## src/verilog/axi_burst_pkg.sv

```systemverilog
// AXI burst protocol definitions
// Field types and encodings for burst, size, length and response

package axi_burst_pkg;

  // Burst type, AxBURST encoding
  typedef logic [1:0] burst_t;

  localparam burst_t BURST_FIXED = 2'b00;
  localparam burst_t BURST_INCR  = 2'b01;
  localparam burst_t BURST_WRAP  = 2'b10;

  // Bytes per beat as log2, AxSIZE encoding
  typedef logic [2:0] size_t;

  // Number of beats minus one, AxLEN encoding
  typedef logic [7:0] len_t;

  // Response code on B and R
  typedef logic [1:0] resp_t;

  localparam resp_t RESP_OKAY   = 2'b00;
  localparam resp_t RESP_SLVERR = 2'b10;

endpackage

```

## src/verilog/axi_mem_pkg.sv

```systemverilog
// AXI memory controller definitions
// Access kind and controller state shared by the datapath blocks

package axi_mem_pkg;

  // Kind of access in progress
  typedef enum logic [1:0] {
    ACC_NONE  = 2'b00,
    ACC_WRITE = 2'b01,
    ACC_READ  = 2'b10
  } acc_kind_t;

  // Controller FSM states
  typedef enum logic [1:0] {
    IDLE  = 2'b00,
    WRITE = 2'b01,
    WRESP = 2'b10,
    READ  = 2'b11
  } ctrl_state_t;

endpackage

```

## src/verilog/axi_mem_ctrl.sv

```systemverilog
// AXI memory controller
// Serves one burst at a time with write priority, sequences the
// address, data, response and read beats

`timescale 1ns/1ps

module axi_mem_ctrl
  import axi_burst_pkg::*, axi_mem_pkg::*;
#(
  parameter int ID_W = 4
) (
  input  logic            clk_i,
  input  logic            arst_n_i,
  // AXI handshakes
  input  logic            aw_valid_i,
  input  logic [ID_W-1:0] aw_id_i,
  input  logic            ar_valid_i,
  input  logic [ID_W-1:0] ar_id_i,
  input  logic            w_valid_i,
  input  logic            b_ready_i,
  input  logic            r_ready_i,
  output logic            aw_ready_o,
  output logic            ar_ready_o,
  output logic            w_ready_o,
  output logic            b_valid_o,
  output logic [ID_W-1:0] b_id_o,
  output resp_t           b_resp_o,
  output logic            r_valid_o,
  output logic [ID_W-1:0] r_id_o,
  output resp_t           r_resp_o,
  output logic            r_last_o,
  // Datapath control
  output logic            cnt_load_o,
  output logic            cnt_adv_o,
  output acc_kind_t       acc_kind_o,
  input  logic            last_beat_i,
  input  logic            oob_i,
  output logic            wr_en_o,
  output logic            beat_fire_o,
  output logic [ID_W-1:0] txn_id_o
);

  ctrl_state_t     state_q, state_d;
  logic [ID_W-1:0] id_q;
  logic            werr_q;
  logic            aw_hs, ar_hs, w_hs, r_hs;

  // Channel readiness follows the state directly
  assign aw_ready_o = (state_q == IDLE);
  assign ar_ready_o = (state_q == IDLE) && !aw_valid_i;
  assign w_ready_o  = (state_q == WRITE);
  assign b_valid_o  = (state_q == WRESP);
  assign r_valid_o  = (state_q == READ);

  assign aw_hs = aw_valid_i && aw_ready_o;
  assign ar_hs = ar_valid_i && ar_ready_o;
  assign w_hs  = w_valid_i && w_ready_o;
  assign r_hs  = r_ready_i && r_valid_o;

  assign cnt_load_o  = aw_hs || ar_hs;
  assign cnt_adv_o   = w_hs || r_hs;
  assign beat_fire_o = w_hs || r_hs;
  // Out-of-range write beats are dropped
  assign wr_en_o     = w_hs && !oob_i;

  assign txn_id_o = id_q;
  assign b_id_o   = id_q;
  assign r_id_o   = id_q;
  assign b_resp_o = werr_q ? RESP_SLVERR : RESP_OKAY;
  assign r_resp_o = oob_i ? RESP_SLVERR : RESP_OKAY;
  assign r_last_o = (state_q == READ) && last_beat_i;

  // Access kind, in IDLE it tells the counter which request to load
  always_comb begin
    case (state_q)
      IDLE: begin
        if (aw_valid_i) begin
          acc_kind_o = ACC_WRITE;
        end else if (ar_valid_i) begin
          acc_kind_o = ACC_READ;
        end else begin
          acc_kind_o = ACC_NONE;
        end
      end
      WRITE, WRESP: acc_kind_o = ACC_WRITE;
      default:      acc_kind_o = ACC_READ;
    endcase
  end

  always_comb begin
    state_d = state_q;
    case (state_q)
      IDLE: begin
        if (aw_hs) begin
          state_d = WRITE;
        end else if (ar_hs) begin
          state_d = READ;
        end
      end
      WRITE: begin
        // Beat count decides the end of the burst, W last is ignored
        if (w_hs && last_beat_i) begin
          state_d = WRESP;
        end
      end
      WRESP: begin
        if (b_ready_i) begin
          state_d = IDLE;
        end
      end
      default: begin
        if (r_hs && last_beat_i) begin
          state_d = IDLE;
        end
      end
    endcase
  end

  always_ff @(posedge clk_i or negedge arst_n_i) begin
    if (!arst_n_i) begin
      state_q <= IDLE;
      id_q    <= '0;
      werr_q  <= 1'b0;
    end else begin
      state_q <= state_d;
      if (aw_hs) begin
        id_q   <= aw_id_i;
        werr_q <= 1'b0;
      end else if (ar_hs) begin
        id_q <= ar_id_i;
      end
      // Sticky over the whole write burst
      if (w_hs && oob_i) begin
        werr_q <= 1'b1;
      end
    end
  end

endmodule

```

## config.mk

```make
export PLATFORM = sky130hd
export DESIGN_NAME = axi_mem_ctrl
export DESIGN_NICKNAME = d
export VERILOG_FILES = /design/src/verilog/axi_burst_pkg.sv /design/src/verilog/axi_mem_pkg.sv /design/src/verilog/axi_mem_ctrl.sv
export SDC_FILE = /design/constraint.sdc
export NUM_CORES = 1
export LEC_CHECK = 0
export ABC_CLOCK_PERIOD_IN_PS = 2500
export BUFFER_PORTS_ARGS = -buffer_cell sky130_fd_sc_hd__clkbuf_2
export CORE_MARGIN = 2
export CORE_UTILIZATION = 41
export DETAILED_ROUTE_END_ITERATION = 12
export GPL_ROUTABILITY_DRIVEN = 0
export HOLD_SLACK_MARGIN = 0.03
export PLACE_DENSITY_LB_ADDON = 0.15
export SYNTH_ARGS = -nofsm -noshare
export SYNTH_HDL_FRONTEND = slang
export SYNTH_SLANG_ARGS = --single-unit
```

## constraint.sdc

```tcl
create_clock -name clk_i -period 2.5 [get_ports clk_i]
set_input_delay 0 -clock clk_i [delete_from_list [all_inputs] [get_ports clk_i]]
set_output_delay 0 -clock clk_i [all_outputs]
set_load 0.05 [all_outputs]
```

* After elaboration in Yosys (flattened, before gate mapping)
Cells that the tools add are included.
Operators by class: equal/unequal tests 6, muxes and demuxes 15, reduce and logical (&&, ||, !) cells 20
Operators with widths (number):
- $mux W2 | 9
- $logic_and A1 B1 Y1 | 10
- $mux W4 | 2
- $pmux W2 S3 | 1
- $eq A2 B2 Y1 const B | 2
- $pmux W2 S2 | 1
- $reduce_and A4 Y1 | 1
- $reduce_bool A2 Y1 | 2
- $reduce_bool A4 Y1 | 1
- $ne A3 B1 Y1 const B | 1
- $eq A2 B1 Y1 const B | 1
- $logic_not A1 Y1 | 2
- $logic_not A2 Y1 | 1
- $logic_or A1 B1 Y1 | 2
- $mux W1 | 2
- $ne A2 B1 Y1 const B | 1
- $ne A2 B2 Y1 const B | 1
- $reduce_or A2 Y1 | 1
Word-level totals: register bits after elaboration 7, output and inout port bits 28, word-level logic and storage cells 44

* Depth between registers and ports, before layout
depth after elaboration 6, mapped depth 6, mapped depth without buffers 5

* Worst setup path before layout
OpenSTA, ideal clock, no wires.
path type flip-flop to output port, start reg state_q[0], end out acc_kind_o[1], arrival 2418 ps, setup slack 82 ps, cell stages (with the launch flop) 7, path buffers 1, cells stage by stage dfrtp_1 inv_1 ha_1 clkbuf_1 and2b_1 nand2_1 o21ai_0
Between the ends: elaborated cells between the ends (all ways) 5, those cells by class 2 x eq/ne; 1 x mux; 2 x reduce/logical
RTL lines:
- start, declared | line axi_mem_ctrl.sv:43 | ctrl_state_t state_q, state_d;
- start signal, assigned | line axi_mem_ctrl.sv:125 | state_q <= state_d;
- $logic_not A2 Y1
- named net aw_ready_o | line axi_mem_ctrl.sv:22 | output logic aw_ready_o,
- $pmux W2 S2 | line axi_mem_ctrl.sv:75 | case (state_q)
- end, declared | line axi_mem_ctrl.sv:35 | output acc_kind_t acc_kind_o,
The timed path passes the listed nets, and every way through them passes these cells.

* Final worst setup path
start reg state_q[0], end reg state_q[0]
Between the ends: longest elaborated chain between the ends 5, elaborated cells between the ends (all ways) 18, those cells by class 6 x eq/ne; 2 x mux; 10 x reduce/logical
RTL lines (line):
- $eq A2 B1 Y1, or another cell as far along | axi_mem_ctrl.sv:51, axi_mem_ctrl.sv:92
- $logic_and A1 B1 Y1 (on tied branches) | axi_mem_ctrl.sv:57, axi_mem_ctrl.sv:58, axi_mem_ctrl.sv:50
- $logic_and A1 B1 Y1 (on tied branches) | axi_mem_ctrl.sv:102, axi_mem_ctrl.sv:56, axi_mem_ctrl.sv:112
- $ne A2 B1 Y1 (no line), or another cell as far along
- $reduce_and A4 Y1 (no line)
Several ways; a longest one is shown, not always the timed one. A chain may end at the register's enable or synchronous reset.

==> run summary <==
status: finished clean
XOR/XNOR share of the synthesized area: 0%
clk_skew: 0.00125 ns
CTS Sinks: 7
top_reg_cell synth: dfrtp_1
DR WL/cell: 12.9 µm
die height: 42.0 µm
Synth Area in Adders: 12.7%
RSZ-0062 raised after global routing: no
Synth Area in Simple Gates: 11.4%
Worst Hold Class: in -> reg
Final Setup Violations: 0
initial antenna violation count: 0
CTS buffer count: 3
WL final: 1530 µm
async set or reset register ratio after synthesis: 100%
via count: 598
Post-synth EDFFs: 0
CTS H-tree lvls: 1
1st-iter DRT viols: 11
Rows: 13
first-pass GRT wire length: 2430 µm
chip width: 42.0 µm
number of global-route vias before repair: 594
critical path arrival: 2.12 ns
remaining antenna violation count: 0
most common cell after layout, fill and taps aside: clkbuf_2
count of input and output buffers: 42
Area contributors post-synth: dfrtp_1, buf_4, ha_1
CTS root buf: clkbuf_4
TNS Setup: 0 ns
actual slew at the worst max-slew pin: 0.593 ns
Top-Level Pins: 45
Hold Fails Final Rpt: 0
Seq/Total Area, Yosys: 29.7%
Inserted Diodes: 0
Worst R2R Path Depth: 5
Cell variety after synth: 24
Area Overhead vs Synth: 31.6%
Max-cap violations: 0
Core ar.: 0.00132 mm²
Yosys warnings: 0
Slew HR: 59.4%
Compound-Gate Fraction of Synth Area: 22.0%
nets@finish: 127
Post-route DRC: 0
Max clock buf depth: 2
Die Area: 0.00176 mm²
fmax: 504 MHz
fin crit period: 1.98 ns
Seq cells post-synth: 7
CTS tree: built
Initial Util: 44.8%
commonest non-fill, non-tap cells in the layout: clkbuf_2, o22ai_1, dfrtp_1
Worst-Skew Late Latency: 0.25 ns
Setup CP Type: reg -> reg
grt ovf: 0
CP max FO: 13
syn avg cell area: 8.81 µm²
CP Launch Type: flip-flop
largest net degree at the start of global routing: 14
Cells on Worst Hold Path: 2
clock-pin slew on the worst setup and hold paths: 0.06 ns
GRT Total Usage: 18.0%
CP Capture Type: flip-flop
via-per-instance ratio: 5.07
Post-CTS Setup Repair Bufs: 0
synthesized instance count: 67
mapped cell area: 591 µm²
share of cells above drive strength 1: 44.7%
CP required: 2.64 ns
post-synth top area share: 29.7%
post-synth top area cell: dfrtp_1
multiplexer area fraction after synthesis: 2.54%
main combinational cell family by area after synthesis: compound AO/OA/AOI/OAI gates
Slew Limit Fails: 0
first-pass iteration count of the detailed router: 4
period utilization: 79.3%
HPWL after DPL: 1200 µm
[kinds of logic after synthesis]
| logic type | Yosys count |
|---|---|
| DFF | 7 |
| muxes | 1 |
| and+or+nand+nor | 14 |
| AOI/OAI and AO/OA | 20 |
| adders and majority gates | 6 |
| other | 1 |
| buffers and inverters | 18 |
[repair_timing]
action | 4_1_cts | 5_1_grt
hold endpoints to repair | 10 | 0
gates resized for setup | 0 | 0
hold buffers | 4 | 0
[path summary, 6_finish.rpt]
| path | start | to | slack, ns |
|---|---|---|---|
| min reg2reg | werr_q$_DFFE_PN0P_ | werr_q$_DFFE_PN0P_ | 0.51 |
| max in group asynchronous | arst_n_i | b_id_o[1]$_DFFE_PN0P_ | 2.21 |
| min in group asynchronous | arst_n_i | state_q[0]$_DFFE_PN0P_ | 0.13 |
| max | state_q[0]$_DFFE_PN0P_ | state_q[0]$_DFFE_PN0P_ | 0.52 |
| min | w_valid_i | werr_q$_DFFE_PN0P_ | 0.04 |
| max reg2reg | state_q[0]$_DFFE_PN0P_ | state_q[0]$_DFFE_PN0P_ | 0.52 |
[final cells by class]
| type | count | area (µm²) |
|---|---|---|
| fill | 122 | 541 |
| multi-input combinational | 43 | 295 |
| timing repair buffer | 46 | 250 |
| sequential | 7 | 175 |
| clock buffer | 4 | 26.3 |
| tap | 15 | 18.8 |
| inverter | 3 | 11.3 |
[synthesized netlist by cell type, types with 2 or more instances]
cell type and n:
dfrtp_1 7, nand2_1 6, a21oi_1 6, o22ai_1 8
nor2_1 2, ha_1 6, buf_4 13, inv_1 3
[worst max-delay path, cell delays in order (launching register included)]
cell and delay (ns):
dfrtp_1 0.43, inv_1 0.12, ha_1 0.40, nor3_1 0.14, a2111o_1 0.47, mux2_4 0.31
[sequential cells by signal (all words and copies together) (netlist names)]
register / count
b_id_o: 4
state_q: 2
werr_q: 1
[routing by layer]
layer | vias up | GRT usage [%] | part of all wire (%)
met2 | 30 | 32.8 | 51
met5 | - | 0 | 0
met1 | 268 | 19.4 | 40
met3 | 6 | 4.35 | 6.8
li1 | 294 | - | -
met4 | 0 | 7.74 | 1.6
[per-stage QoR]
step | hold WS (ns) | cell area [µm²] | instances | setup WS [ns] | util [%]
2_1_floorplan | -0.296 | 594 | 68 | 0.0821 | -
3_3_place_gp | -0.151 | 711 | 110 | 0.587 | 53.9
3_5_place_dp | -0.150 | 711 | 110 | 0.542 | 53.9
4_1_cts | 0.0422 | 777 | 118 | 0.528 | 59.0
5_1_grt | 0.0533 | 777 | 118 | 0.408 | 59.0
6_report | 0.0419 | 777 | 118 | 0.518 | 59.0
Power is left out: the tool's default activity adds up to more than one toggle a clock period on the data nets, which glitch-free logic cannot reach.
