`src/verilog/axi_burst_pkg.sv`:
```
// AXI burst protocol definitions
// Field types and encodings for burst, size, length and response

package axi_burst_pkg;

  // Burst type, AxBURST encoding
  typedef logic [1:0] burst_t;

  localparam burst_t BURST_FIXED = 2'b00;
  localparam burst_t BURST_INCR  = 2'b01;
  localparam burst_t BURST_WRAP  = 2'b10;

  // Bytes per beat as log2, AxSIZE encoding
  typedef logic [2:0] size_t;

  // Number of beats minus one, AxLEN encoding
  typedef logic [7:0] len_t;

  // Response code on B and R
  typedef logic [1:0] resp_t;

  localparam resp_t RESP_OKAY   = 2'b00;
  localparam resp_t RESP_SLVERR = 2'b10;

endpackage

```
`src/verilog/axi_mem_pkg.sv`:
```
// AXI memory controller definitions
// Access kind and controller state shared by the datapath blocks

package axi_mem_pkg;

  // Kind of access in progress
  typedef enum logic [1:0] {
    ACC_NONE  = 2'b00,
    ACC_WRITE = 2'b01,
    ACC_READ  = 2'b10
  } acc_kind_t;

  // Controller FSM states
  typedef enum logic [1:0] {
    IDLE  = 2'b00,
    WRITE = 2'b01,
    WRESP = 2'b10,
    READ  = 2'b11
  } ctrl_state_t;

endpackage

```
`src/verilog/axi_mem_monitor.sv`:
```
// AXI memory beat monitor
// Presents each accepted beat on the write or read monitor channel
// one cycle after its handshake

`timescale 1ns/1ps

module axi_mem_monitor
  import axi_burst_pkg::*, axi_mem_pkg::*;
#(
  parameter int ADDR_W = 16,
  parameter int DATA_W = 32,
  parameter int ID_W   = 4
) (
  input  logic              clk_i,
  input  logic              arst_n_i,
  input  logic              fire_i,
  input  acc_kind_t         kind_i,
  input  logic [ADDR_W-1:0] addr_i,
  input  logic [DATA_W-1:0] wdata_i,
  input  logic [DATA_W-1:0] rdata_i,
  input  logic [ID_W-1:0]   id_i,
  input  len_t              beat_cnt_i,
  input  logic              last_i,
  output logic              mon_w_valid_o,
  output logic [ADDR_W-1:0] mon_w_addr_o,
  output logic [DATA_W-1:0] mon_w_data_o,
  output logic [ID_W-1:0]   mon_w_id_o,
  output len_t              mon_w_beat_count_o,
  output logic              mon_w_last_o,
  output logic              mon_r_valid_o,
  output logic [ADDR_W-1:0] mon_r_addr_o,
  output logic [DATA_W-1:0] mon_r_data_o,
  output logic [ID_W-1:0]   mon_r_id_o,
  output len_t              mon_r_beat_count_o,
  output logic              mon_r_last_o
);

  logic w_fire, r_fire;

  assign w_fire = fire_i && (kind_i == ACC_WRITE);
  assign r_fire = fire_i && (kind_i == ACC_READ);

  // Valids are high for exactly one cycle per beat
  always_ff @(posedge clk_i or negedge arst_n_i) begin
    if (!arst_n_i) begin
      mon_w_valid_o <= 1'b0;
      mon_r_valid_o <= 1'b0;
    end else begin
      mon_w_valid_o <= w_fire;
      mon_r_valid_o <= r_fire;
    end
  end

  // Fields hold their last beat between valids
  always_ff @(posedge clk_i) begin
    if (w_fire) begin
      mon_w_addr_o       <= addr_i;
      mon_w_data_o       <= wdata_i;
      mon_w_id_o         <= id_i;
      mon_w_beat_count_o <= beat_cnt_i;
      mon_w_last_o       <= last_i;
    end
    if (r_fire) begin
      mon_r_addr_o       <= addr_i;
      mon_r_data_o       <= rdata_i;
      mon_r_id_o         <= id_i;
      mon_r_beat_count_o <= beat_cnt_i;
      mon_r_last_o       <= last_i;
    end
  end

endmodule

```
`config.mk`:
```
export PLATFORM = sky130hd
export DESIGN_NAME = axi_mem_monitor
export DESIGN_NICKNAME = d
export VERILOG_FILES = /design/src/verilog/axi_burst_pkg.sv /design/src/verilog/axi_mem_pkg.sv /design/src/verilog/axi_mem_monitor.sv
export SDC_FILE = /design/constraint.sdc
export NUM_CORES = 1
export LEC_CHECK = 0
export BUFFER_PORTS_ARGS = -buffer_cell sky130_fd_sc_hd__buf_4
export CORE_MARGIN = 4
export CORE_UTILIZATION = 38
export CTS_CLUSTER_DIAMETER = 30
export DETAILED_ROUTE_END_ITERATION = 6
export PLACE_DENSITY_LB_ADDON = 0.05
export RECOVER_POWER = 25
export SYNTH_ARGS = -nofsm -noshare
export SYNTH_HDL_FRONTEND = slang
export SYNTH_SLANG_ARGS = --single-unit
```
`constraint.sdc`:
```
create_clock -name clk_i -period 0.8 [get_ports clk_i]
set_input_delay 0.2 -clock clk_i [delete_from_list [all_inputs] [get_ports clk_i]]
set_output_delay 0.2 -clock clk_i [all_outputs]
set_load 0.01 [all_outputs]
```
Word-level counts from Yosys, hierarchy flattened
Cells that the tools add are included.
{"block": "classes", "n_eq_ne": 2, "n_reduce_logical": 2}
{"operator": "$eq 2x1->1 const B", "n": 1}
{"operator": "$eq 2x2->1 const B", "n": 1}
{"operator": "$logic_and 1x1->1", "n": 2}
{"block": "totals", "register_bits": 124, "inputBits": 98, "out_inout_bits": 124, "word_cells": 16}

Depth between registers and ports, before layout
Gate-level depths: netlist (run 1).
{"block": "logic_depth", "ltp_word": 2, "ltp_mapped": 1, "mapped_depth_nobuf": 1}

Least setup slack after synthesis (run 1)
OpenSTA, ideal clock, no wires.
{"block": "synth_path", "path_type": "input -> register", "start": "input port kind_i[0]", "end": "register mon_r_addr_o[0] (enable)", "setup_time_ns": 0.426, "arrival_ns": 1.751, "required_ns": 0.374, "slack_ns": -1.377, "stages": 1, "n_path_buf": 0, "cell_sequence": "and3b_1"}
{"block": "synth_between", "elab_chain_len": 2}
{"item": "start, declared", "line_no": "axi_mem_monitor.sv:17", "text": "input acc_kind_t kind_i,"}
{"item": "$eq 2x2->1", "line_no": "axi_mem_monitor.sv:41", "text": "assign r_fire = fire_i && (kind_i == ACC_READ);"}
{"item": "$logic_and 1x1->1", "line_no": "axi_mem_monitor.sv:41"}
{"item": "end signal, assigned", "line_no": "axi_mem_monitor.sv:64", "text": "mon_r_addr_o <= addr_i;"}
{"item": "end, declared", "line_no": "axi_mem_monitor.sv:31", "text": "output logic [ADDR_W-1:0] mon_r_addr_o,"}
Every way passes these cells.
A chain may end at the register's enable or synchronous reset.

Worst setup path in the final report (run 1)
{"block": "layout_path", "start": "register mon_w_id_o[3]", "end": "output port mon_w_id_o[3]"}
{"item": "start, declared", "line_no": "axi_mem_monitor.sv:27", "text": "output logic [ID_W-1:0] mon_w_id_o,"}
{"item": "start signal, assigned", "line_no": "axi_mem_monitor.sv:59", "text": "mon_w_id_o <= id_i;"}
No word-level cell between the ends.

==> summary.txt, run 1 <==
Worst hold path
  – Cell count of the worst hold path: 3
  – Worst Hold Class: input port to register
  – Hold Crit Endpoint: mon_r_addr_o[9]$_DFFE_PP_
  – HP Start: kind_i[1]

Timing
  – Setup violations, final: ~170
  – Unrepaired setup endpoints after global routing: true
  – Fmax achieved: about 790 MHz
  – Final number of hold-violating endpoints: 0
  – Worst slew margin: 69.2%
  – Fin worst setup slack: -0.473 ns
  – Fin crit share: 159%
  – Hold WS: 0.336 ns
  – Period minus WS final: roughly 1.3 ns
  – Pins Over Slew Limit: 0
  – Worst-margin pin slew: about 0.46 ns

Floorplan
  – Die Area: about 11000 um^2
  – Top Ports: between 200 and 250
  – Die width: ~110 um
  – Core Rows: 35
  – Die Y: 107 um
  – Core area: ~9400 um^2
  – Starting Density: 39.6%

Route
  – Pre-Repair DR Iteration Count: 4
  – Routed Antenna Nets: 0
  – DRC: 0
  – DR WL/cell: ~18 um
  – Routed Wire Length: 10900 um
  – Post-DR vias/cell: 4.27
  – DR vias: approximately 2600
  – 1st-iter DRT viols: between 100 and 150

Logic synthesis
  – Mapped cell area: approximately 3700 um^2
  – Yosys warns: 0
  – Post-synth cell types: 3
  – Post-synth ARST share: between 1.5 and 2%
  – Area contributors post-synth: edfxtp_1 98%, dfrtp_1 1.3%, and3b_1 0.47%
  – Avg Cell Area, Syn: 29.6 um^2
  – Top FF cell, synth: edfxtp_1
  – Post-synth top cells: 122 x edfxtp_1, 2 x and3b_1, 2 x dfrtp_1
  – Post-synth top area share: a little over nine tenths
  – EDFF count, synth: approximately 120
  – Syn Inst Count: about 130
  – Post-synth net total: between 200 and 250
  – Sequential area share after synthesis: about 100%
  – Most numerous cell in the Yosys netlist: edfxtp_1
  – Register bit count reported by yosys: approximately 120
  – Cell taking the most area after synthesis: edfxtp_1

Place
  – PortBufs: about 220
  – RePlAce Congestion: 0.727

Power and ir drop
  – Switching power: between 3 and 4 mW
  – Clock network power share: about 46%
  – Gate power share: 9.8%
  – Part of the power in registers: 44.8%
  – Switching Share: between 10% and 20%
  – Internal power: roughly 14 mW
  – Cell Pwr Density: between 2000 and 2500 nW/um^2
  – Design Power: about 17 mW
  – Maximum vdd drop: about 1.6 mV
  – Leak Pwr: between 3 and 4 nW

Setup path
  – CP Buf/Inv Count: 1
  – Worst setup EP type: primary output
  – Slowest stage delay, CP: roughly 0.42 ns
  – Maximum fanout along the worst path: 1
  – Type of the worst setup path: register to primary output
  – Slowest CP cell: edfxtp_1
  – CP delay by family, top: flip-flops
  – Crit path arrival time: 1.07 ns
  – Cell Chain, Critical Path: buf_6
  – Worst setup SP type: register
  – Required @ worst endpoint: approximately 0.6 ns

CTS
  – CTS tree: built
  – Clk slew on worst S/H paths: 0.06 ns
  – CTS Buf Count: 17
  – H-tree levels: 4
  – CTS sink cnt: around 120
  – CTS root buffer: clkbuf_8
  – CTS Buffer Depth: 2
  – # Post-CTS Setup Buffers: 0

Finish
  – Syn-to-layout area delta: 104%
  – Antenna cells: 0
  – Fin nets: around 560
  – Fillers: about 470
  – Share of layout cells above drive strength 1: between 50% and 60%
  – Final Util: roughly four fifths

Global route
  – Vias in the first global route: roughly 3000
  – First-pass GRT wire length: 16100 um
  – Congestion Overflow GR: 0
  – Largest net degree at the start of global routing: 34
  – Initial antenna violation count: 0
  – Gr usage total: about 19%

Run status
  – Failing checks: negative setup slack
  – Outcome: finished, violations left

Job
  – Max cap viols: 0
[power groups by stage]
stage | sequential, mW | combinational (mW) | clock [mW]
global placement | 7.69 | 1.14 | 0
finish | 7.63 | 1.67 | 7.75
CTS | 7.60 | 1.64 | 7.93
detailed placement | 7.70 | 1.16 | 0
floorplan | 7.86 | 0.0710 | 0
global route | 7.66 | 1.76 | 8.25
[cell type report]
type	count	area, um^2	area share, %
Clock inverter	15	198	2.60
Tap cell	129	161	2.12
Sequential cell	124	3710	48.8
Multi-Input combinational cell	2	25.0	0.329
Timing Repair Buffer	321	3100	40.7
Clock buffer	17	414	5.44
[layout by cell type, fill, tap and decap left out, drive strengths merged]
| cell | count |
|---|---|
| buf | 173 |
| edfxtp | 122 |
| clkinvlp | 4 |
| clkinv | 6 |
| dlygate4sd3 | 95 |
| clkbuf | 70 |
| bufinv | 4 |
| inv | 1 |
| dfrtp | 2 |
| and3b | 2 |
[how the worst max path moves through the flow]
stage / cells after the start / from / slack, ns / endpoint
after floorplan: 1 / kind_i[0] / -0.52 / mon_r_addr_o[0]$_DFFE_PP_
after global placement: 3 / kind_i[1] / -0.38 / mon_w_data_o[13]$_DFFE_PP_
after detailed placement: 3 / kind_i[0] / -0.39 / mon_r_data_o[29]$_DFFE_PP_
after CTS: 1 / mon_w_addr_o[7]$_DFFE_PP_ / -0.50 / mon_w_addr_o[7]
after global routing: 1 / mon_w_id_o[3]$_DFFE_PP_ / -0.52 / mon_w_id_o[3]
final: 1 / mon_w_id_o[3]$_DFFE_PP_ / -0.47 / mon_w_id_o[3]
[state kept, by name, summed over array words and instances (netlist names)]
register / count
mon_r_valid_o: 1
mon_w_beat_count_o: 8
mon_r_beat_count_o: 8
mon_w_last_o: 1
mon_r_id_o: 4
mon_w_valid_o: 1
mon_w_id_o: 4
mon_r_data_o: 32
mon_r_addr_o: 16
mon_r_last_o: 1
mon_w_addr_o: 16
mon_w_data_o: 32
[stage by stage]
stage                     area [um^2]  std cells  TNS, ns  setup WS, ns
after floorplan                  3740        126   -64.17        -0.521
final                            7610        608   -57.07        -0.473
after global routing             7610        608   -64.36        -0.518
after global placement           5660        481   -44.36        -0.383
after CTS                        7500        608   -56.25        -0.497
after detailed placement         5660        481   -45.45        -0.386
[routing by layer]
layer  vias to the layer above  GRT usage [%]  part of all wire (%)
li1                       1199              -                     -
met1                      1246           19.6                    34
met2                       139           34.8                    55
met3                        12           8.19                   8.9
met4                         0           7.76                   1.6
met5                         -              0                     0
[cells by family (layout without fill, tap and decap cells)]
| group | Yosys count | count (layout) | share of synthesized area, % |
|---|---|---|---|
| buffers and inverters | 0 | 353 | 0 |
| flip-flops | 124 | 124 | 99.5 |
| AND/OR/NAND/NOR | 2 | 2 | 0.470 |
[repair_timing]
action	4_1_cts	5_1_grt
setup endpoints to repair	124	124
hold buffers	95	0
gates resized for setup	74	41
hold endpoints to repair	124	0
Power figures use the tool's default switching activity.
==> inputs of run 2 (changes only) <==
--- a/config.mk
+++ b/config.mk
@@ -11,7 +11,7 @@
 export CTS_CLUSTER_DIAMETER = 30
 export DETAILED_ROUTE_END_ITERATION = 6
 export PLACE_DENSITY_LB_ADDON = 0.05
-export RECOVER_POWER = 25
 export SYNTH_ARGS = -nofsm -noshare
 export SYNTH_HDL_FRONTEND = slang
 export SYNTH_SLANG_ARGS = --single-unit
+export TNS_END_PERCENT = 5
==> run 2 against run 1 <==
  * The run still ends with negative setup slack left
  * Fmax increased by 0.27%
  * Utilization increased by 0.45 points
  * Global-route usage unchanged
  * First-iteration DRC count increased by 3.5%
  * Sequential power about the same
  * Non-clock buffer count unchanged
  * Cell count unchanged
  * Power increased by 0.21%
  * Final area increased by 0.56%
  * Critical path depth unchanged
  * Critical endpoint unchanged
==> summary.txt, run 2 (synthesis gave the netlist of run 1 again) <==
Run status
  – Outcome: finished, violations left
  – Failing checks: negative setup slack

Setup path
  – Slowest stage delay, CP: 0.42 ns (about the same)
  – Worst setup SP type: register
  – Worst setup EP type: primary output
  – Crit path arrival time: 1.07 ns (about the same)
  – Slowest CP cell: edfxtp_1
  – Cell Chain, Critical Path: buf_6
  – CP Buf/Inv Count: 1 (unchanged)
  – CP delay by family, top: flip-flops
  – Maximum fanout along the worst path: 1 (unchanged)
  – Required @ worst endpoint: 0.60 ns (about the same)
  – Type of the worst setup path: register to primary output

Floorplan
  – Die width: 107 um (unchanged)
  – Starting Density: 39.6% (unchanged)
  – Core area: 9420 um^2 (unchanged)
  – Top Ports: 222 (unchanged)
  – Core Rows: 35 (unchanged)
  – Die Area: 11500 um^2 (unchanged)
  – Die Y: 107 um (unchanged)

CTS
  – CTS root buffer: clkbuf_8
  – Clk slew on worst S/H paths: 0.06 ns (about the same)
  – CTS Buffer Depth: 2 (unchanged)
  – CTS Buf Count: 17 (unchanged)
  – # Post-CTS Setup Buffers: 0 (unchanged)
  – CTS sink cnt: 124 (unchanged)
  – H-tree levels: 4 (unchanged)
  – CTS tree: built

Timing
  – Unrepaired setup endpoints after global routing: true
  – Fin worst setup slack: -0.470 ns (+0.00342 ns)
  – Final number of hold-violating endpoints: 0 (unchanged)
  – Fin crit share: 159% (-0.43 points)
  – Worst-margin pin slew: 0.279 ns (-0.183 ns)
  – Fmax achieved: 788 MHz (+0.27%)
  – Worst slew margin: 81.4% (+12 points)
  – Pins Over Slew Limit: 0 (unchanged)
  – Setup violations, final: 124 (-28%)
  – Period minus WS final: 1.27 ns (-0.00342 ns)

Global route
  – Largest net degree at the start of global routing: 34 (unchanged)
  – Vias in the first global route: 2979 (unchanged)
  – First-pass GRT wire length: 16100 um (unchanged)
  – Congestion Overflow GR: 0 (unchanged)
  – Gr usage total: 19.3% (unchanged)
  – Initial antenna violation count: 0 (unchanged)

Worst hold path
  – HP Start: kind_i[0]
  – Worst Hold Class: input port to register
  – Cell count of the worst hold path: 3 (unchanged)
  – Hold Crit Endpoint: mon_r_valid_o$_DFF_PN0_

Finish
  – Syn-to-layout area delta: 105%
  – Final Non-Filler Cells: 608 (unchanged)
  – Biggest regs: mon_r_data_o: 32 flops, mon_w_data_o: 32 flops
  – Antenna cells: 0 (unchanged)
  – Fin nets: 564 (unchanged)
  – Share of layout cells above drive strength 1: 53.9% (+0.84 points)
  – Most common cell after layout, fill and taps aside: edfxtp_1
  – Commonest non-fill, non-tap cells in the layout: 122 x edfxtp_1, 115 x buf_6, 106 x buf_4, 95 x dlygate4sd3_1, 16 x clkbuf_16

Route
  – Routed Antenna Nets: 0 (unchanged)
  – Routed Wire Length: 10900 um (+0.35%)
  – DR WL/cell: 18.0 um (+0.35%)
  – Post-DR vias/cell: 4.26 (-0.31%)
  – DRC: 0 (unchanged)
  – 1st-iter DRT viols: 119 (+3.5%)
  – Pre-Repair DR Iteration Count: 4 (unchanged)
  – DR vias: 2588 (-0.31%)

Power and ir drop
  – Leak Pwr: 3.09 nW (+1.0%)
  – Cell Pwr Density: 2230 nW/um^2 (-0.35%)
  – Maximum vdd drop: 1.63 mV (about the same)

Place
  – Post-Place Setup Slack: -0.386 ns (unchanged)
  – PortBufs: 221 (unchanged)
  – Placed cells: 481 (unchanged)
  – RePlAce Congestion: 0.727 (unchanged)

Job
  – Max cap viols: 0 (unchanged)
[run 2: cell count changes in the layout (fill, tap and decap cells not counted), sizes merged]
| cell | delta |
|---|---|
| clkbuf | -53 |
| buf | +53 |
[run 2: how the worst max path moves through the flow]
stage	startpoint	end	slack, ns	cells past startpoint
after global routing	mon_w_id_o[3]$_DFFE_PP_	mon_w_id_o[3]	-0.52	1
after global placement	kind_i[1]	mon_w_data_o[13]$_DFFE_PP_	-0.38	3
final	mon_w_id_o[3]$_DFFE_PP_	mon_w_id_o[3]	-0.47	1
after CTS	mon_w_addr_o[7]$_DFFE_PP_	mon_w_addr_o[7]	-0.50	1
after floorplan	kind_i[0]	mon_r_addr_o[0]$_DFFE_PP_	-0.52	1
after detailed placement	kind_i[0]	mon_r_data_o[29]$_DFFE_PP_	-0.39	3
[run 2: power breakdown]
part	switching, mW	total, mW	internal, mW	leakage, nW
combinational	0.572	1.70	1.13	1.65
clock	2.70	7.75	5.05	0.285
sequential	0.140	7.63	7.49	1.15
total	3.41	17.1	13.7	3.09
[run 2: what timing repair did]
item                                   4_1_cts  5_1_grt
hold buffers                                95        0
endpoints found under the hold margin      124        0
gates resized for setup                     74       41
setup endpoints to repair                  124      124
[run 2: stage by stage]
step	power [mW]	TNS [ns]	cell area, um^2	utilization [%]	hold WS, ns
finish	17.1	-52.15	7650	81.3	0.240
global placement	8.83	-44.36	5660	60.1	-0.0169
global route	17.7	-58.67	7650	81.3	0.211
CTS	17.2	-56.25	7500	79.7	0.193
floorplan	7.93	-64.17	3740	-	-0.0956
detailed placement	8.85	-45.45	5660	60.1	-0.0162
[run 2: layer usage]
layer | vias up | track usage (%) | routed length [um]
li1 | 1202 | - | -
met1 | 1237 | 19.6 | 3730
met2 | 135 | 34.8 | 6060
met3 | 14 | 8.19 | 935
met4 | 0 | 7.76 | 184
met5 | - | 0 | 0
[run 2: area by class of cell]
| class | instances | area, um^2 |
|---|---|---|
| flip-flops and latches | 124 | 3710 |
| repair buffers | 321 | 3140 |
| fillers | 461 | 1760 |
| clock buffers | 17 | 414 |
| clock inverters | 15 | 198 |
| well taps | 129 | 161 |
| multi-input cells | 2 | 25.0 |
