`config.mk`:
```
export PLATFORM = sky130hd
export DESIGN_NAME = axi_beat_counter
export DESIGN_NICKNAME = d
export VERILOG_FILES = /design/src/verilog/axi_burst_pkg.sv /design/src/verilog/axi_mem_pkg.sv /design/src/verilog/axi_beat_counter.sv
export SDC_FILE = /design/constraint.sdc
export NUM_CORES = 1
export LEC_CHECK = 0
export BUFFER_PORTS_ARGS = -buffer_cell sky130_fd_sc_hd__buf_2
export CORE_MARGIN = 5
export CORE_UTILIZATION = 30
export DETAILED_ROUTE_END_ITERATION = 10
export HOLD_SLACK_MARGIN = 0.02
export PLACE_DENSITY = 0.58
export SLEW_MARGIN = 30
export SYNTH_ARGS = -nofsm -noshare
export SYNTH_HDL_FRONTEND = slang
export SYNTH_SLANG_ARGS = --single-unit
```
`constraint.sdc`:
```
create_clock -name clk_i -period 5.16 [get_ports clk_i]
set_clock_uncertainty 0.2 [all_clocks]
set_input_delay 0.774 -clock clk_i [delete_from_list [all_inputs] [get_ports clk_i]]
set_output_delay 0.774 -clock clk_i [all_outputs]
set_load 0.01 [all_outputs]
```
`src/verilog/axi_burst_pkg.sv`:
```
// AXI burst protocol definitions
// Field types and encodings for burst, size, length and response

package axi_burst_pkg;

  // Burst type, AxBURST encoding
  typedef logic [1:0] burst_t;

  localparam burst_t BURST_FIXED = 2'b00;
  localparam burst_t BURST_INCR  = 2'b01;
  localparam burst_t BURST_WRAP  = 2'b10;

  // Bytes per beat as log2, AxSIZE encoding
  typedef logic [2:0] size_t;

  // Number of beats minus one, AxLEN encoding
  typedef logic [7:0] len_t;

  // Response code on B and R
  typedef logic [1:0] resp_t;

  localparam resp_t RESP_OKAY   = 2'b00;
  localparam resp_t RESP_SLVERR = 2'b10;

endpackage

```
`src/verilog/axi_mem_pkg.sv`:
```
// AXI memory controller definitions
// Access kind and controller state shared by the datapath blocks

package axi_mem_pkg;

  // Kind of access in progress
  typedef enum logic [1:0] {
    ACC_NONE  = 2'b00,
    ACC_WRITE = 2'b01,
    ACC_READ  = 2'b10
  } acc_kind_t;

  // Controller FSM states
  typedef enum logic [1:0] {
    IDLE  = 2'b00,
    WRITE = 2'b01,
    WRESP = 2'b10,
    READ  = 2'b11
  } ctrl_state_t;

endpackage

```
`src/verilog/axi_beat_counter.sv`:
```
// AXI beat counter
// Latches the burst on load, counts beats and derives each beat address
// for FIXED, INCR and WRAP bursts

`timescale 1ns/1ps

module axi_beat_counter
  import axi_burst_pkg::*, axi_mem_pkg::*;
#(
  parameter int ADDR_W = 16
) (
  input  logic              clk_i,
  input  logic              arst_n_i,
  input  logic              load_i,
  input  logic              adv_i,
  input  acc_kind_t         kind_i,
  input  logic [ADDR_W-1:0] aw_addr_i,
  input  len_t              aw_len_i,
  input  size_t             aw_size_i,
  input  burst_t            aw_burst_i,
  input  logic [ADDR_W-1:0] ar_addr_i,
  input  len_t              ar_len_i,
  input  size_t             ar_size_i,
  input  burst_t            ar_burst_i,
  output logic [ADDR_W-1:0] beat_addr_o,
  output len_t              beat_cnt_o,
  output logic              last_beat_o
);

  logic [ADDR_W-1:0] start_q;
  len_t              len_q;
  size_t             size_q;
  burst_t            burst_q;
  len_t              cnt_q;

  logic [ADDR_W-1:0] size_mask, wrap_mask, step_off, next_incr;

  always_ff @(posedge clk_i or negedge arst_n_i) begin
    if (!arst_n_i) begin
      start_q <= '0;
      len_q   <= '0;
      size_q  <= '0;
      burst_q <= BURST_INCR;
      cnt_q   <= '0;
    end else if (load_i) begin
      cnt_q <= '0;
      if (kind_i == ACC_WRITE) begin
        start_q <= aw_addr_i;
        len_q   <= aw_len_i;
        size_q  <= aw_size_i;
        burst_q <= aw_burst_i;
      end else begin
        start_q <= ar_addr_i;
        len_q   <= ar_len_i;
        size_q  <= ar_size_i;
        burst_q <= ar_burst_i;
      end
    end else if (adv_i) begin
      cnt_q <= cnt_q + 8'd1;
    end
  end

  // Offset of the current beat from the aligned start
  assign size_mask = (ADDR_W'(1) << size_q) - ADDR_W'(1);
  assign step_off  = ADDR_W'(cnt_q) << size_q;
  assign next_incr = (start_q & ~size_mask) + step_off;
  // Window of (len+1) beats, a power of two for legal WRAP lengths
  assign wrap_mask = ((ADDR_W'(len_q) + ADDR_W'(1)) << size_q) - ADDR_W'(1);

  always_comb begin
    case (burst_q)
      BURST_FIXED: beat_addr_o = start_q;
      BURST_WRAP:  beat_addr_o = (start_q & ~wrap_mask) | (next_incr & wrap_mask);
      // First INCR beat keeps an unaligned start address
      default:     beat_addr_o = (cnt_q == '0) ? start_q : next_incr;
    endcase
  end

  assign beat_cnt_o  = cnt_q;
  assign last_beat_o = (cnt_q == len_q);

endmodule

```
# After elaboration in Yosys (flattened, before gate mapping)
# Index checks and enable logic that the tools add are counted.
classes:
  eq_ne: 3
  n_addsub: 5
  mux: 8
  div: 0
  reduce_logical: 3
  n_shift: 3
  order_cmp: 0
  n_mul: 0
  bitwise_logic: 6
op_table:
  columns: ["cell", "count"]
  rows:
  - ["$and 16x16->16", 3]
  - ["$mux 16", 2]
  - ["$not 16->16", 2]
  - ["$pmux 16 s2", 1]
  - ["$mux 8", 3]
  - ["$add 16x16->16", 1]
  - ["$or 16x16->16", 1]
  - ["$shl 1x3->16 const A", 1]
  - ["$shl 8x3->16", 1]
  - ["$shl 9x3->16", 1]
  - ["$sub 16x1->16 const B", 1]
  - ["$sub 16x2->16 const B", 1]
  - ["$add 8x1->9 const B", 1]
  - ["$add 8x1->8 const B", 1]
  - ["$eq 8x8->1", 1]
  - ["$logic_not 8->1", 1]
  - ["$mux 3", 1]
  - ["$eq 2x1->1 const B", 1]
  - ["$eq 2x2->1 const B", 1]
  - ["$logic_not 2->1", 1]
  - ["$mux 2", 1]
  - ["$reduce_bool 2->1", 1]
totals:
  elab_cells: 33
  rom_bits: 0
  out_inout_bits: 25
  reg_bits: 37
  memories: 0
  latch_bits: 0
  input_bits: 64
  mem_bits_rw: 0

# Depth between registers and ports, before layout
# Gate-level depths: netlist of the first run.
logic_depth:
  depth_word: 8
  depth_mapped: 17
  ltp_nobuf: 15

# Worst setup path before layout of the first run
# OpenSTA, ideal clock, no wires.
synth_path:
  path_type: "register to output"
  startpoint: "register size_q[2]"
  endpoint: "output port beat_addr_o[14]"
  arrival_time_ns: 3.795
  setup_slack_ns: 0.391
  path_stages_with_launch: 16
  path_cell_list: "dfrtp_1 > clkbuf_1 > clkbuf_1 > clkbuf_1 > clkbuf_1 > nor3_1 > ha_1 > fa_1 > a21oi_1 > o2111ai_1 > a31oi_1 > o21ai_0 > a31o_2 > a21oi_1 > xnor2_1 > mux2_1"
synth_between:
  elab_chain_len: 8
  elab_cells_between_ends: 14
synth_lines:
  columns: ["item", "line", "rtl"]
  rows:
  - ["start: declaration", "axi_beat_counter.sv:32", "size_t size_q;"]
  - ["start signal: assignment", "axi_beat_counter.sv:50", "size_q <= aw_size_i;"]
  - ["start signal: assignment", "axi_beat_counter.sv:55", "size_q <= ar_size_i;"]
  - ["$shl 1x3->16", "axi_beat_counter.sv:64", "assign size_mask = (ADDR_W'(1) << size_q) - ADDR_W'(1);"]
  - ["$sub 16x2->16", "axi_beat_counter.sv:64", null]
  - ["$not 16->16", "axi_beat_counter.sv:66", "assign next_incr = (start_q & ~size_mask) + step_off;"]
  - ["$and 16x16->16", "axi_beat_counter.sv:66", null]
  - ["$add 16x16->16", "axi_beat_counter.sv:66", null]
  - ["$and 16x16->16", "axi_beat_counter.sv:73", "BURST_WRAP: beat_addr_o = (start_q & ~wrap_mask) | (next_incr & wrap_mask);"]
  - ["$or 16x16->16", "axi_beat_counter.sv:73", null]
  - ["$pmux 16 s2 *", "axi_beat_counter.sv:71", "case (burst_q)"]
  - ["end: declaration", "axi_beat_counter.sv:25", "output logic [ADDR_W-1:0] beat_addr_o,"]
# Every way passes the cells marked *; elsewhere a longest branch is shown, timed or not.

# Final worst setup path of the first run
# Same ends and word-level chain as after synthesis.

==> results of run 1 <==
[power by group through the flow]
stage	combinational (mW)	sequential [mW]	clock (mW)
finish	0.634	0.370	0.302
global route	0.698	0.375	0.322
CTS	0.636	0.368	0.312
detailed placement	0.632	0.374	0
global placement	0.625	0.373	0
floorplan	0.485	0.338	0
[state kept, by name, indices dropped and copies added, names as in the netlist]
register and cells:
start_q 16, size_q 3, beat_cnt_o 8, len_q 8, burst_q 2
[cell families (layout without fill, tap and decap cells)]
group | count (synthesis) | after routing
compound gates | 142 | 142
xor+xnor | 40 | 40
fa+ha+maj | 21 | 21
buf+inv | 69 | 127
flops | 37 | 37
mux | 64 | 64
simple gates | 195 | 195
[through the flow]
step	setup WS (ns)	total power [mW]	cell area [um^2]	util, %	hold slack [ns]
after floorplan	0.3914	0.8230	4491	-	0.2784
after global placement	0.6565	0.9985	5034	34.50	0.3402
after detailed placement	0.6242	1.005	5064	34.71	0.3556
after CTS	0.2457	1.317	5206	35.69	0.3710
after global routing	0.1570	1.396	5211	35.72	0.2956
final	0.4258	1.307	5211	35.72	0.2437
[worst max-delay path, delay by kind of cell, from the launching register on]
kind,cells,cell delay (ns)
AND/OR/NAND/NOR,1,0.08
adder cells (fa/ha/maj),2,0.64
AO/OA/AOI/OAI,6,1.38
buffers and inverters,2,0.39
flip-flops,1,0.60
multiplexers,1,0.29
XOR/XNOR,1,0.08
[area by class of cell]
type / instances / area share, %
Timing Repair Buffer: 99 / 10.76
Multi-Input combinational cell: 462 / 62.81
Clock inverter: 3 / 0.3361
Sequential cell: 37 / 17.84
Tap cell: 184 / 4.418
Clock buffer: 5 / 2.401
Inverter: 20 / 1.441
[worst paths after layout]
path                       cells after the start              end           from
hold reg to reg                                2       start_q[0]     start_q[0]
min in group clk_i                             2       start_q[0]     start_q[0]
setup reg to reg                               3    beat_cnt_o[7]  beat_cnt_o[0]
hold / removal                                 1      start_q[12]       arst_n_i
max in group asynchronous                      1        size_q[1]       arst_n_i
setup / recovery                              13  beat_addr_o[14]      size_q[2]
[layout by cell type, fill, tap and decap left out, types with 6 or more instances in the layout]
cell type,count
a21oi_1,50
nor3_1,10
nor2_1,70
ha_1,20
o211ai_1,7
nand3_1,10
nand4_1,7
buf_2,86
nor2b_1,7
and2_1,11
nand2b_1,6
nor4_1,7
dfrtp_1,34
xor2_1,12
buf_4,11
mux2i_1,48
xnor2_1,26
inv_1,20
o21ai_0,25
nand2_1,38
mux2_2,13
[layer usage]
layer  vias to the layer above  wire length [um]
met4                         0               213
met2                       110              6505
met3                        13               501
li1                       2161                 -
met5                         -                 0
met1                      2026              6204
[cell usage after synthesis (all sizes together) (5+ instances only)]
master | number | share of area [%]
nand2b | 6 | 0.84
dfrtp | 36 | 20
xor2 | 12 | 2.3
a21oi | 51 | 5.8
inv | 20 | 1.7
nand2 | 39 | 3.4
o211ai | 9 | 1.7
clkbuf | 31 | 2.6
o21bai | 5 | 0.92
or2 | 6 | 0.84
mux2 | 16 | 4.1
a311oi | 5 | 1.1
nor3 | 11 | 1.3
mux2i | 48 | 11
o22ai | 5 | 0.70
nor4 | 7 | 0.98
xnor2 | 28 | 5.8
nand3 | 10 | 1.1
nor2b | 8 | 1.1
buf | 18 | 2.5
o21ai | 27 | 3.0
nor2 | 70 | 5.9
and3 | 5 | 0.70
nand4 | 8 | 1.3
ha | 20 | 5.6
or3 | 5 | 0.70
and2 | 11 | 1.5
[what timing repair did]
item | CTS | global route
gates resized for setup | 0 | 2
hold buffers | 0 | 0
endpoints found under the hold margin | 0 | 0
setup buffers | 0 | 0
endpoints found under the setup margin | 0 | 1
==> results_dict.tcl, run 1 <==
set metrics [dict create \
    tns_ns 0 \
    drt_wl_total_um 13430 \
    cts_root_buffer "clkbuf_16" \
    core_um2 14590 \
    grt.met2_usage_pct 25.47 \
    cp_max_fo 33 \
    async_reset_ff_share_pct 100.0 \
    cts_buffers 5 \
    synth_xor_area_share_pct 8.136 \
    synth_top_family_by_area "compound AO/OA/AOI/OAI gates" \
    synth_edf_count 0 \
    antenna_found_initial 0 \
    syn-instance-count 568 \
    arrival_ns 3.76 \
    ys_ff_latch 37 \
    path_class "reg -> out" \
    maxCapViolCount 0 \
    crit_slowest_cell "dfrtp_1" \
    viasPerCell 5.321 \
    syn_avg_cell_area_um2 7.906 \
    die-height_um 132.3 \
    fin_crit_ns 4.734 \
    fmax_ghz 0.2112 \
    cts_max_level 2 \
    combPwrFrac_pct 48.6 \
    numClockSinks 37 \
    yosysSeqAreaShare_pct 20.65 \
    fp.dieW_um 132.3 \
    rows 44 \
    nFillCells 1499 \
    start_util_pct 30.78 \
    leakage_nw 2.276 \
    max_slew_margin_pct 51.79 \
    finalMaxSlewViolations 0 \
    status "finished, final reports clean" \
    vias 4310 \
    grtUsageMet1_pct 20.45 \
    ff_latch_area_um2 929.6 \
    ff2ff_setup_slack_ns 3.53 \
    synth_ff_type "dfrtp_1" \
    intPower_mw 0.7701 \
    drc 0 \
    met3_usage_pct 1.336 \
    gp_congestion 0.9433 \
    post_synth_num_cell_types 80 \
    grt_setup_unrepaired "false" \
    ant_nets 0 \
    p_seq_share_pct 28.3 \
    cpPeakStageDelay_ns 0.60 \
    cts_tree "done" \
    period_share_pct 91.75 \
    critPathLaunchType "flop" \
    cellPowerDensity_nw_per_um2 250.7 \
    synth_simple_gate_area_share_pct 21.65 \
    diodes 0 \
    netlist_area_um2 4491 \
    synth-compound-area-share_pct 21.96 \
    endpoint_kind "output pin" \
    dieArea_um2 17520 \
    synthMuxAreaShare_pct 14.80 \
    drive_gt1_share_pct 23.96 \
    ir_worst_vdd_mv 0.1082 \
    clkPwrFrac_pct 23.1 \
    final_cells 810 \
    io_buffers 88 \
    setup_viol 0 \
    cts.path.max_buffers 2 \
    grt_usage_pct 14.99 \
    switching_power_mw 0.5364 \
    critPathRequiredTime_ns 4.19 \
    hold_viol 0 \
    multi_input_comb_area_um2 3273 \
    cp_common_cell "a21oi_1" \
    worst_pin_slew_ns 0.7231 \
    crit_chain "buf_12 -> nor3_1 -> ha_1 -> fa_1 -> a21oi_1 -> o2111ai_1 -> a31oi_1 -> o21ai_0 -> a31o_2 -> a21oi_1 -> xnor2_1 -> mux2_1 -> buf_2" \
    post-place-cells 802 \
    yosys_warnings 0 \
    wl_per_cell_um 16.57 \
    grt_pass1_vias 4191 \
    ioPinCount 89 \
    dr.pass1.iters 5 \
    hold_path.class "in -> async" \
    worstSkewPairLatency_ns 0.28 \
    syn_to_final_growth_pct 16.05 \
    grt_overflow 0 \
    drt_iter0_drc 225 \
    grt_pass1_wl_um 22030 \
    synth_adder_area_share_pct 6.018 \
    grt_max_degree 67 \
    top_usage_layer "met2" \
    sw_frac_of_total_pct 41.06 \
    nets 710 \
    hpwlAfterDp_um 10510 \
    synthesis.nets 653 \
    clkTransAtPathRegs_ns 0.06 \
]
No activity file was read; power rests on OpenSTA's default activity.
==> run 2: changes to the inputs <==
CTS_BUF_LIST = sky130_fd_sc_hd__clkbuf_4 sky130_fd_sc_hd__clkbuf_8   (was unset)
MAX_ROUTING_LAYER = met4   (was unset)
==> run 2 against run 1 <==
Combinational power down 0.9%. Design area down 1.2%. Sequential cell count unchanged. First-iteration DRC count up 30%. Worst hold slack worse by 0.045 ns. Routed wire length about the same. Core utilization down 0.44 points. Non-clock buffer count down 1. Die area unchanged. Register-to-register slack worse by 0.04 ns. Global-route usage up 0.47 points. Cell count down 0.12%. Largest cell class unchanged.
==> results_dict.tcl, run 2 (same netlist as run 1, synthesis figures left out) <==
set metrics [dict create \
    status "finished, final reports clean" \
    drt_wl_total_um 13410 \
    start_util_pct 30.78 \
    cp_max_fo 10 \
    grt_usage_pct 15.47 \
    gp_congestion 0.9345 \
    max_slew_margin_pct 57.25 \
    largest_reg_flops 16 \
    drt_iter0_drc 292 \
    drc 0 \
    arrival_ns 3.78 \
    ant_nets 0 \
    grt_overflow 0 \
    ioPinCount 89 \
    grt_setup_unrepaired "false" \
    fin_crit_ns 4.749 \
    numClockSinks 37 \
    cts_buffers 5 \
    worst_pin_slew_ns 0.6412 \
    grt_pass1_vias 4247 \
    cellPowerDensity_nw_per_um2 236.3 \
    intPower_mw 0.6849 \
    ir_worst_vdd_mv 0.08578 \
    nets 709 \
    critPathLaunchType "flop" \
    fmax_ghz 0.2105 \
    finalMaxSlewViolations 0 \
    dieArea_um2 17520 \
    vias 4316 \
    rows 44 \
    die-height_um 132.3 \
    critPathRequiredTime_ns 4.19 \
    tns_ns 0 \
    mostFrequentLayoutCell "buf_2" \
    pre_cts_ws_ns 0.5619 \
    clkPwrFrac_pct 17.9 \
    fp.dieW_um 132.3 \
    largest_register "start_q" \
    hpwlAfterDp_um 10540 \
    hold_path.class "in -> async" \
    sw_frac_of_total_pct 43.69 \
    syn_to_final_growth_pct 14.63 \
    setup_viol 0 \
    cts.path.max_buffers 2 \
    p_seq_share_pct 30.5 \
    viasPerCell 5.335 \
    clkTransAtPathRegs_ns 0.10 \
    diodes 0 \
    leakage_nw 2.245 \
    combPwrFrac_pct 51.6 \
    hold_viol 0 \
    grt_max_degree 67 \
    cpPeakStageDelay_ns 0.55 \
    wl_per_cell_um 16.58 \
    crit_chain "ha_1 -> nand3_1 -> xor2_1 -> o211ai_1 -> a211oi_1 -> o21bai_2 -> nor4b_4 -> xnor2_1 -> o21ai_1 -> mux2_1 -> buf_2" \
    path_delay_family "compound AO/OA/AOI/OAI gates" \
    cts_root_buffer "clkbuf_8" \
    fin_ws_ns 0.4105 \
    grt_pass1_wl_um 22110 \
    dr.pass1.iters 5 \
    cts_max_level 2 \
    io_buffers 88 \
    postCtsHoldBufs 0 \
    antenna_found_initial 0 \
    drive_gt1_share_pct 23.84 \
    maxCapViolCount 0 \
    switching_power_mw 0.5315 \
    mostFrequentLayoutCells "86 x buf_2, 70 x nor2_1, 50 x a21oi_1" \
    nFillCells 1514 \
    endpoint_kind "output pin" \
    worstSkewPairLatency_ns 0.30 \
    core_um2 14590 \
    cts_tree "done" \
    cp_num_buf_inv 1 \
    period_share_pct 92.04 \
    path_class "reg -> out" \
    crit_slowest_cell "dfrtp_1" \
]
[run 2: through the flow]
| stage | instance area [um^2] | utilization [%] | total power [mW] | cells | hold WS, ns |
|---|---|---|---|---|---|
| floorplan | 4491 | - | 0.8230 | 568 | 0.2784 |
| global placement | 5026 | 34.45 | 0.9942 | 800 | 0.3396 |
| detailed placement | 5056 | 34.66 | 1.002 | 801 | 0.3474 |
| CTS | 5142 | 35.25 | 1.221 | 809 | 0.3695 |
| global route | 5147 | 35.28 | 1.304 | 809 | 0.2481 |
| finish | 5147 | 35.28 | 1.216 | 809 | 0.1987 |
[run 2: path summary, 6_finish.rpt]
check | start | end | slack [ns] | depth (start not counted)
setup / recovery | len_q[1] | beat_addr_o[11] | 0.41 | 11
hold / removal | arst_n_i | start_q[13] | 0.20 | 1
setup reg to reg | beat_cnt_o[0] | beat_cnt_o[7] | 3.49 | 3
hold reg to reg | start_q[3] | start_q[3] | 0.36 | 2
max in group asynchronous | arst_n_i | size_q[1] | 4.14 | 1
min in group clk_i | start_q[3] | start_q[3] | 0.36 | 2
[run 2: cell type report]
type	count	area [um^2]	share of cell area, %
Multi-Input combinational cell	462	3273	63.59
Clock inverter	3	17.52	0.3403
Timing Repair Buffer	98	553.0	10.74
Inverter	20	75.07	1.458
Clock buffer	5	68.82	1.337
Tap cell	184	230.2	4.473
Sequential cell	37	929.6	18.06
[run 2: timing repair]
| action | in CTS | in global routing |
|---|---|---|
| setup buffers | 0 | 0 |
| endpoints found under the setup margin | 0 | 3 |
| endpoints found under the hold margin | 0 | 0 |
| gates resized for setup | 0 | 2 |
[run 2: metal layers]
metal / GRT usage (%) / vias up / part of all wire, %
met1: 20.48 / 2016 / 45
met2: 24.78 / 126 / 48
li1: - / 2156 / -
met4: 4.921 / 0 / 2.4
met5: - / - / 0
met3: 1.641 / 18 / 4.8
[run 2: power by group through the flow]
stage                     combinational (mW)  sequential, mW  clock, mW
after CTS                              0.629           0.370      0.222
after global routing                   0.693           0.378      0.234
after detailed placement               0.626           0.376          0
after global placement                 0.620           0.375          0
after floorplan                        0.485           0.338          0
final                                  0.628           0.371      0.218
